[src/hdl/svc_settings.svh]
// Service controller settings
// Command codes, local reset hold length, faulted bus address and clock default

`ifndef SVC_SETTINGS_SVH
`define SVC_SETTINGS_SVH

`default_nettype none

// Fuse-controller bus user select
`define SVC_CMD_AWUSER_CORE      8'h01
`define SVC_CMD_AWUSER_MCU       8'h02
`define SVC_CMD_AWUSER_RELEASE   8'h03

// Zeroization overrides
`define SVC_CMD_ZEROIZE_SET      8'h04
`define SVC_CMD_ZEROIZE_RESET    8'h05
`define SVC_CMD_ZEROIZE_RELEASE  8'h06

`define SVC_CMD_FORCE_TOKENS     8'h07
`define SVC_CMD_RMA_SCRAP_PPD    8'h08

// Escalation triggers
`define SVC_CMD_FC_ESCALATE      8'h09
`define SVC_CMD_ESC_SCRAP0       8'h0A
`define SVC_CMD_ESC_SCRAP1       8'h0B

// External clock selection
`define SVC_CMD_CLK_160MHZ       8'h0C
`define SVC_CMD_CLK_400MHZ       8'h0D
`define SVC_CMD_CLK_500MHZ       8'h0E
`define SVC_CMD_CLK_1000MHZ      8'h0F

`define SVC_CMD_FC_LCC_RESET     8'h10
`define SVC_CMD_FAULT_ARM        8'h11
`define SVC_CMD_SVA_DISABLE      8'h12
`define SVC_CMD_SVA_ENABLE       8'h13

// The local reset stays low for this count plus one cycles
`define SVC_RST_HOLD_CYCLES      10

`define SVC_FAULT_ADDR           32'h7000_0068
`define SVC_CLK_DEFAULT_MHZ      1000

`default_nettype wire

`endif

[src/hdl/svc_pkg.sv]
// Service controller package
// Shared vector types, the override bundle and the reset pulser states

`default_nettype none

package svc_pkg;

  // --------------------
  // Vector types
  // --------------------

  typedef logic [7:0]  svc_cmd_t;
  typedef logic [10:0] svc_clk_mhz_t;
  typedef logic [31:0] svc_addr_t;
  typedef logic [31:0] svc_data_t;

  // --------------------
  // Override levels
  // --------------------

  typedef struct packed {
    // Bus user select for fuse-controller writes
    logic awuser_force;
    logic awuser_sel_mcu;
    // Zeroization group
    logic zeroize_force;
    logic fips_ppd;
    logic rom_mask_all;
    logic scrap_mode;
    // Life-cycle permissions
    logic tokens_force;
    logic rma_scrap_ppd;
    // Escalation triggers, sticky until reset
    logic fc_escalate;
    logic esc_scrap0;
    logic esc_scrap1;
    logic sva_disable;
  } svc_ovr_t;

  // Local reset pulser FSM
  typedef enum logic {
    IDLE,
    HOLD
  } svc_rst_state_t;

endpackage

`default_nettype wire

[src/hdl/svc_cmd_decoder.sv]
// Service command decoder
// Turns command strobes into registered override levels and one-cycle start pulses

`timescale 1ns/1ps
`include "svc_settings.svh"
`default_nettype none

module svc_cmd_decoder (
  input  logic                   clk,
  input  logic                   cptra_rst_b,
  input  logic                   cmd_valid_i,
  input  svc_pkg::svc_cmd_t      cmd_i,
  output svc_pkg::svc_ovr_t      ovr_o,
  output logic                   rst_start_o,
  output logic                   clk_req_o,
  output svc_pkg::svc_clk_mhz_t  clk_mhz_o,
  output logic                   fault_arm_o
);

  import svc_pkg::*;

  svc_ovr_t     ovr_q;
  svc_clk_mhz_t clk_mhz_q;

  // --------------------
  // Override levels and pulses
  // --------------------

  always_ff @(posedge clk or negedge cptra_rst_b) begin
    if (!cptra_rst_b) begin
      ovr_q       <= '0;
      rst_start_o <= 1'b0;
      clk_req_o   <= 1'b0;
      fault_arm_o <= 1'b0;
    end else begin
      // Pulses last a single cycle unless a command asserts them again
      rst_start_o <= 1'b0;
      clk_req_o   <= 1'b0;
      fault_arm_o <= 1'b0;
      if (cmd_valid_i) begin
        case (cmd_i)
          `SVC_CMD_AWUSER_CORE: begin
            ovr_q.awuser_force   <= 1'b1;
            ovr_q.awuser_sel_mcu <= 1'b0;
          end
          `SVC_CMD_AWUSER_MCU: begin
            ovr_q.awuser_force   <= 1'b1;
            ovr_q.awuser_sel_mcu <= 1'b1;
          end
          `SVC_CMD_AWUSER_RELEASE: begin
            ovr_q.awuser_force   <= 1'b0;
            ovr_q.awuser_sel_mcu <= 1'b0;
          end
          // Zeroization set raises PPD and the full ROM mask outside SCRAP mode
          `SVC_CMD_ZEROIZE_SET: begin
            ovr_q.zeroize_force <= 1'b1;
            ovr_q.fips_ppd      <= 1'b1;
            ovr_q.rom_mask_all  <= 1'b1;
            ovr_q.scrap_mode    <= 1'b0;
          end
          `SVC_CMD_ZEROIZE_RESET: begin
            ovr_q.zeroize_force <= 1'b1;
            ovr_q.fips_ppd      <= 1'b0;
            ovr_q.rom_mask_all  <= 1'b0;
            ovr_q.scrap_mode    <= 1'b1;
          end
          `SVC_CMD_ZEROIZE_RELEASE: begin
            ovr_q.zeroize_force <= 1'b0;
            ovr_q.fips_ppd      <= 1'b0;
            ovr_q.rom_mask_all  <= 1'b0;
            ovr_q.scrap_mode    <= 1'b0;
          end
          `SVC_CMD_FORCE_TOKENS:  ovr_q.tokens_force  <= 1'b1;
          `SVC_CMD_RMA_SCRAP_PPD: ovr_q.rma_scrap_ppd <= 1'b1;
          `SVC_CMD_FC_ESCALATE:   ovr_q.fc_escalate   <= 1'b1;
          `SVC_CMD_ESC_SCRAP0:    ovr_q.esc_scrap0    <= 1'b1;
          `SVC_CMD_ESC_SCRAP1:    ovr_q.esc_scrap1    <= 1'b1;
          `SVC_CMD_SVA_DISABLE:   ovr_q.sva_disable   <= 1'b1;
          `SVC_CMD_SVA_ENABLE:    ovr_q.sva_disable   <= 1'b0;
          `SVC_CMD_CLK_160MHZ,
          `SVC_CMD_CLK_400MHZ,
          `SVC_CMD_CLK_500MHZ,
          `SVC_CMD_CLK_1000MHZ:   clk_req_o           <= 1'b1;
          `SVC_CMD_FC_LCC_RESET:  rst_start_o         <= 1'b1;
          `SVC_CMD_FAULT_ARM:     fault_arm_o         <= 1'b1;
          default: begin
            // Unknown codes leave every output alone
          end
        endcase
      end
    end
  end

  // --------------------
  // Clock frequency
  // --------------------

  // Only meaningful while clk_req_o is high
  always_ff @(posedge clk) begin
    if (cmd_valid_i) begin
      case (cmd_i)
        `SVC_CMD_CLK_160MHZ:  clk_mhz_q <= 11'd160;
        `SVC_CMD_CLK_400MHZ:  clk_mhz_q <= 11'd400;
        `SVC_CMD_CLK_500MHZ:  clk_mhz_q <= 11'd500;
        `SVC_CMD_CLK_1000MHZ: clk_mhz_q <= 11'd1000;
        default: begin
        end
      endcase
    end
  end

  assign ovr_o     = ovr_q;
  assign clk_mhz_o = clk_mhz_q;

endmodule

`default_nettype wire

[src/hdl/svc_reset_pulser.sv]
// Local reset pulser
// Holds the fuse-controller and life-cycle-controller reset low for a fixed time

`timescale 1ns/1ps
`include "svc_settings.svh"
`default_nettype none

module svc_reset_pulser (
  input  logic clk,
  input  logic cptra_rst_b,
  input  logic start_i,
  output logic rst_b_o
);

  import svc_pkg::*;

  svc_rst_state_t state_q;
  logic [3:0]     cnt_q;

  // --------------------
  // Hold FSM
  // --------------------

  always_ff @(posedge clk or negedge cptra_rst_b) begin
    if (!cptra_rst_b) begin
      state_q <= IDLE;
      cnt_q   <= 4'd0;
    end else begin
      case (state_q)
        IDLE: begin
          if (start_i) begin
            state_q <= HOLD;
            cnt_q   <= 4'd0;
          end
        end
        HOLD: begin
          // A start during the hold is dropped, so the pulse never stretches
          if (cnt_q == 4'(`SVC_RST_HOLD_CYCLES)) begin
            state_q <= IDLE;
            cnt_q   <= 4'd0;
          end else begin
            cnt_q <= cnt_q + 4'd1;
          end
        end
        default: begin
          state_q <= IDLE;
          cnt_q   <= 4'd0;
        end
      endcase
    end
  end

  // Count runs 0 to SVC_RST_HOLD_CYCLES in HOLD, one more cycle than the setting
  assign rst_b_o = (state_q != HOLD);

endmodule

`default_nettype wire

[src/hdl/svc_clk_switch.sv]
// External clock switch
// Holds the clock selection and a switch request that clears on bypass acknowledge

`timescale 1ns/1ps
`include "svc_settings.svh"
`default_nettype none

module svc_clk_switch (
  input  logic                   clk,
  input  logic                   cptra_rst_b,
  input  logic                   req_i,
  input  svc_pkg::svc_clk_mhz_t  mhz_i,
  input  logic                   byp_ack_i,
  output svc_pkg::svc_clk_mhz_t  sel_mhz_o,
  output logic                   switch_req_o
);

  import svc_pkg::*;

  svc_clk_mhz_t sel_q;
  logic         req_q;

  always_ff @(posedge clk or negedge cptra_rst_b) begin
    if (!cptra_rst_b) begin
      sel_q <= 11'(`SVC_CLK_DEFAULT_MHZ);
      req_q <= 1'b0;
    end else begin
      if (req_i) begin
        // A fresh request wins over the clear of an old one
        sel_q <= mhz_i;
        req_q <= 1'b1;
      end else if (switch_req_o) begin
        req_q <= 1'b0;
      end
    end
  end

  // The request is only visible once the bypass path has acknowledged
  assign switch_req_o = req_q & byp_ack_i;
  assign sel_mhz_o    = sel_q;

endmodule

`default_nettype wire

[src/hdl/svc_fault_inject.sv]
// Bus fault injector
// Once armed, flips bit 0 of write data going to the fixed fault address

`timescale 1ns/1ps
`include "svc_settings.svh"
`default_nettype none

module svc_fault_inject (
  input  logic               clk,
  input  logic               cptra_rst_b,
  input  logic               arm_i,
  input  logic               wr_i,
  input  svc_pkg::svc_addr_t addr_i,
  input  svc_pkg::svc_data_t wdata_i,
  output svc_pkg::svc_data_t wdata_o
);

  import svc_pkg::*;

  logic      armed_q;
  logic      hit;
  svc_data_t flip_mask;

  // Sticky until system reset
  always_ff @(posedge clk or negedge cptra_rst_b) begin
    if (!cptra_rst_b) begin
      armed_q <= 1'b0;
    end else if (arm_i) begin
      armed_q <= 1'b1;
    end
  end

  // Zero-latency data path
  assign hit       = armed_q & wr_i & (addr_i == `SVC_FAULT_ADDR);
  assign flip_mask = {31'd0, hit};
  assign wdata_o   = wdata_i ^ flip_mask;

endmodule

`default_nettype wire

[src/hdl/svc_ctrl_top.sv]
// Service controller top
// Connects the command decoder, reset pulser, clock switch and fault injector

`timescale 1ns/1ps
`default_nettype none

module svc_ctrl_top (
  input  logic                   clk,
  input  logic                   cptra_rst_b,
  input  logic                   cmd_valid_i,
  input  svc_pkg::svc_cmd_t      cmd_i,
  input  logic                   clk_byp_ack_i,
  input  logic                   bus_wr_i,
  input  svc_pkg::svc_addr_t     bus_addr_i,
  input  svc_pkg::svc_data_t     bus_wdata_i,
  output svc_pkg::svc_ovr_t      ovr_o,
  output logic                   fc_lcc_rst_b_o,
  output svc_pkg::svc_clk_mhz_t  clk_sel_mhz_o,
  output logic                   clk_switch_req_o,
  output svc_pkg::svc_data_t     bus_wdata_o
);

  logic                  rst_start;
  logic                  clk_req_pulse;
  svc_pkg::svc_clk_mhz_t clk_mhz;
  logic                  fault_arm;

  // --------------------
  // Command decode
  // --------------------

  svc_cmd_decoder i_svc_cmd_decoder (
    .clk         (clk),
    .cptra_rst_b (cptra_rst_b),
    .cmd_valid_i (cmd_valid_i),
    .cmd_i       (cmd_i),
    .ovr_o       (ovr_o),
    .rst_start_o (rst_start),
    .clk_req_o   (clk_req_pulse),
    .clk_mhz_o   (clk_mhz),
    .fault_arm_o (fault_arm)
  );

  // --------------------
  // Service blocks
  // --------------------

  svc_reset_pulser i_svc_reset_pulser (
    .clk         (clk),
    .cptra_rst_b (cptra_rst_b),
    .start_i     (rst_start),
    .rst_b_o     (fc_lcc_rst_b_o)
  );

  svc_clk_switch i_svc_clk_switch (
    .clk          (clk),
    .cptra_rst_b  (cptra_rst_b),
    .req_i        (clk_req_pulse),
    .mhz_i        (clk_mhz),
    .byp_ack_i    (clk_byp_ack_i),
    .sel_mhz_o    (clk_sel_mhz_o),
    .switch_req_o (clk_switch_req_o)
  );

  // Sits in the fuse-controller write data path
  svc_fault_inject i_svc_fault_inject (
    .clk         (clk),
    .cptra_rst_b (cptra_rst_b),
    .arm_i       (fault_arm),
    .wr_i        (bus_wr_i),
    .addr_i      (bus_addr_i),
    .wdata_i     (bus_wdata_i),
    .wdata_o     (bus_wdata_o)
  );

endmodule

`default_nettype wire

[config.mk]
export PLATFORM = sky130hd
export DESIGN_NAME = svc_ctrl_top
export DESIGN_NICKNAME = d
export VERILOG_FILES = /design/src/hdl/svc_pkg.sv /design/src/hdl/svc_cmd_decoder.sv /design/src/hdl/svc_reset_pulser.sv /design/src/hdl/svc_clk_switch.sv /design/src/hdl/svc_fault_inject.sv /design/src/hdl/svc_ctrl_top.sv
export VERILOG_INCLUDE_DIRS = /design/src /design/src/hdl
export SDC_FILE = /design/constraint.sdc
export NUM_CORES = 1
export LEC_CHECK = 0
export ABC_AREA = 1
export BUFFER_PORTS_ARGS = -buffer_cell sky130_fd_sc_hd__buf_4
export CAP_MARGIN = 20
export CORE_MARGIN = 2
export CORE_UTILIZATION = 44
export CTS_BUF_LIST = sky130_fd_sc_hd__clkbuf_16
export DETAILED_ROUTE_END_ITERATION = 8
export PLACE_DENSITY = 0.94
export SYNTH_ARGS = -nofsm -noshare
export SYNTH_HDL_FRONTEND = slang
export SYNTH_SLANG_ARGS = --single-unit
export TNS_END_PERCENT = 5
[constraint.sdc]
create_clock -name clk -period 2.5 [get_ports clk]
set_clock_uncertainty 0.05 [all_clocks]
set_input_delay 0.25 -clock clk [delete_from_list [all_inputs] [get_ports clk]]
set_output_delay 0.25 -clock clk [all_outputs]
set_load 0.01 [all_outputs]
==> summary.md <==
| Metric | Value |
|---|---|
| Outcome | finished, final reports clean |
| Placed instance area | between 0.002 and 0.0025 mm^2 |
| Congestion Overflow GR | 0 |
| Clock share of power | 37.0% |
| Post-Synthesis Cells | between 200 and 250 |
| Vias in the first global route | 1509 |
| Internal cell power | between 1 and 1.5 mW |
| # fillers | around 360 |
| Drt initial violations | 27 |
| # Max-Cap Violations | 0 |
| Worst r2r dst | i_svc_reset_pulser.cnt_q[1]$_DFFE_PN0P_ |
| Critical Path AT | approximately 1.2 ns |
| Critical path's largest stage delay | ~0.33 ns |
| Final setup fails | 0 |
| Switching share of power | around 25% |
| Synthesized area | between 0.0015 and 0.002 mm^2 |
| Fin cells | 329 |
| DRC Markers | 0 |
| Cells after DPL | between 300 and 400 |
| Slew Viols, Final | 0 |
| Distinct cell type count after synthesis | 27 |
| Chip Height | ~70 um |
| Critical-path cell list | nand2_1, nor2_1, inv_1, nor2_1, nand3_1, nand2_1, buf_4 |
| Setup CP Type | reg2out |
| Final #Nets | between 300 and 400 |
| Final Cell Area | around 0.0023 mm^2 |
| Die width | roughly 70 um |
| Synth top area share | between 30% and 40% |
| Psw | approximately 0.38 mW |
| Slowest CP cell | dfrtp_1 |
| Worst reg2reg path depth | 5 |
| Worst vdd ir | around 0.0005 V |
| Power per cell area | between 600 and 700 mW/mm^2 |
| RSZ-0062 raised after global routing | no |
| Element type at the critical path end | output port |
| Sequential share of the synthesized area | a little under half |
| Nature of the critical path startpoint | flip-flop |
| Clk_lat worst skew | between 0.2 and 0.3 ns |
| Die ar. | 0.00487 mm^2 |
| Fmax | slightly below 700 MHz |
| Cell Rows | 23 |
| Initial Util | approximately 47% |
| Synthesis-stage register bit count | 33 |
| Minimum clock period | 1.48 ns |
| Top-count cell post-synth | nand2_1 |
| Final TNS setup | 0 ns |
| Hold path endpoint | i_svc_clk_switch.req_q$_DFFE_PN0P_ |
| Hold Startpoint | clk_byp_ack_i |
| Router iterations before antenna repair | 4 |
| Pleak | roughly 1.2 nW |
| Area leader, netlist | dfrtp_1 |
| Top_reg_cell synth | dfrtp_1 |
| Syn-to-layout area delta | 23.2% |
| Clock Pin Slew Worst Setup and Hold Paths | about 0.05 ns |
| Antenna Nets Post-Route | 0 |
| First-pass GRT wire length | approximately 6700 um |
| Post-Syn Area per Cell | 8.00 um^2 |
| Gpl congestion | just under 0.9 |
| Internal reg-to-reg setup slack | around 1.3 ns |
| Vias | 1561 |
| Buffers on Ports | between 60 and 70 |
| Final HPWL from detailed placement | between 3000 and 4000 um |
| Worst path required time | around 2.2 ns |
| CP top delay family | simple AND/OR/NAND/NOR gates |
| Detailed Route WL | roughly 4200 um |
| Worst Path Max Fanout | 2 |
| Number of synthesized flops with an enable pin | 6 |
| Buffers & Inverters on Critical Path | 2 |
| Fin. Hold Viols | 0 |
| # diodes | 0 |
| Reg power frac | roughly 44% |
| Initial antenna violation count | 0 |
| GR Util All Layers | around 17% |
| Min Hold Slack | ~0.15 ns |
| R2R Path Start | i_svc_reset_pulser.cnt_q[0]$_DFFE_PN0P_ |
| Drt wl/cell | approximately 13 um |
| TritonCTS clock tree | done |
| Htree depth | 2 |
| Share of cells above drive strength 1 | between 30 and 40% |
| Via density | between 4 and 5 |
| Area of the core | 0.00409 mm^2 |
| Largest net degree at the start of global routing | 28 |
| Worst Hold Path Cells | 2 |
| Top post-synthesis cells by count | 55 x nand2_1, 38 x nor2_1, 37 x buf_4 |
| Comb power frac | roughly a fifth |
| Clock Tree Root | clkbuf_16 |
| CTS buffer count | 5 |
| Number of I/O pins | around 130 |
| # clock sinks | 33 |
| Ys async rst share | between 80% and 90% |
| Fin crit share | roughly three fifths |
| Clock Path Buffers | 2 |
| Syn. warnings | 0 |
| Area contributors post-synth | dfrtp_1 30%, buf_4 15%, nand2_1 11% |
| Worst Hold Class | in2reg |
==> layer usage <==
metal	vias to the layer above	global-route usage (%)	routed length, um
met2	108	32.1	2210
met3	5	7.41	495
met5	-	0	0
met1	691	16.5	1410
li1	757	-	-
met4	0	6.41	55
==> power by group through the flow <==
stage               Combinational (mW)  Sequential (mW)  Clock [mW]
floorplan                        0.170            0.676           0
global placement                 0.267            0.665           0
detailed placement               0.284            0.667           0
CTS                              0.287            0.661       0.566
global route                     0.313            0.670       0.591
finish                           0.282            0.660       0.553
==> logic make-up after synthesis <==
kind of cell | share of synthesized area (%)
adder cells (fa/ha/maj) | 1.31
AND/OR/NAND/NOR | 25.1
AO/OA/AOI/OAI | 5.39
flip-flops | 45.2
other | 0.395
buffers and inverters | 21.7
XOR/XNOR | 0.921
==> worst max path at each step <==
stage                                                start                                       end  slack (ns)  depth (start not counted)
floorplan                                         cmd_i[7]  i_svc_cmd_decoder.clk_mhz_o[2]$_DFFE_PP_        1.09                          5
global placement                                  cmd_i[7]  i_svc_cmd_decoder.clk_mhz_o[6]$_DFFE_PP_        0.90                          6
detailed placement                                cmd_i[7]  i_svc_cmd_decoder.clk_mhz_o[6]$_DFFE_PP_        0.84                          6
CTS                 i_svc_fault_inject.armed_q$_DFFE_PN0P_                            bus_wdata_o[0]         1.0                          7
global route        i_svc_fault_inject.armed_q$_DFFE_PN0P_                            bus_wdata_o[0]        0.84                          7
finish              i_svc_fault_inject.armed_q$_DFFE_PN0P_                            bus_wdata_o[0]        1.02                          7
==> worst reg2reg max path, stage by stage (launching register included) <==
cell and delay, ns:
dfrtp_1 0.39, inv_1 0.06, ha_1 0.20, nand3_1 0.08, nand2_1 0.11, o21ai_0 0.19
==> through the flow <==
step           power (mW)  worst slack, ns  utilization (%)
2_1_floorplan       0.845             1.09                -
3_3_place_gp        0.932            0.900             53.8
3_5_place_dp        0.951            0.844             53.8
4_1_cts              1.51            0.996             57.4
5_1_grt              1.57            0.837             57.4
6_report             1.49             1.02             57.4
==> layout make-up <==
type	instances	area [um^2]	area share, %
clock inverters	3	11.3	0.480
repair buffers	68	513	21.9
inverters	36	135	5.76
well taps	50	62.6	2.67
clock buffers	5	125	5.34
multi-input cells	134	637	27.2
flip-flops and latches	33	861	36.7
==> sequential cells by signal (all words and copies together), names as in the netlist <==
name                           cells
i_svc_reset_pulser.cnt_q           4
i_svc_fault_inject.armed_q         1
i_svc_cmd_decoder.clk_mhz_o        6
i_svc_cmd_decoder.rst_start_o      1
i_svc_clk_switch.req_q             1
i_svc_clk_switch.sel_mhz_o         6
i_svc_cmd_decoder.fault_arm_o      1
i_svc_cmd_decoder.clk_req_o        1
i_svc_reset_pulser.state_q         1
i_svc_cmd_decoder.ovr_o           11
==> cells in the final DEF (no fill, tap or decap), drive strengths merged <==
cell type | netlist | final
o21ai | 9 | 9
xor2 | 1 | 1
dfstp | 4 | 4
nor4 | 1 | 1
conb | 2 | 4
nand4 | 2 | 2
xnor2 | 1 | 1
dlygate4sd3 | 0 | 1
nor2 | 41 | 41
ha | 2 | 2
clkinv | 0 | 1
a21oi | 2 | 2
dfrtp | 23 | 23
a31oi | 1 | 1
nand3 | 9 | 9
edfxtp | 6 | 6
nand2 | 55 | 55
or2 | 1 | 1
inv | 36 | 38
o21bai | 5 | 5
clkbuf | 0 | 5
buf | 37 | 67
==> repair_timing <==
item                      in CTS  in global routing
hold buffers                   1                  0
gates resized for setup        0                  0
buffers inserted               0                  0
hold endpoints to repair      23                  0
No activity file was read; power rests on OpenSTA's default activity.
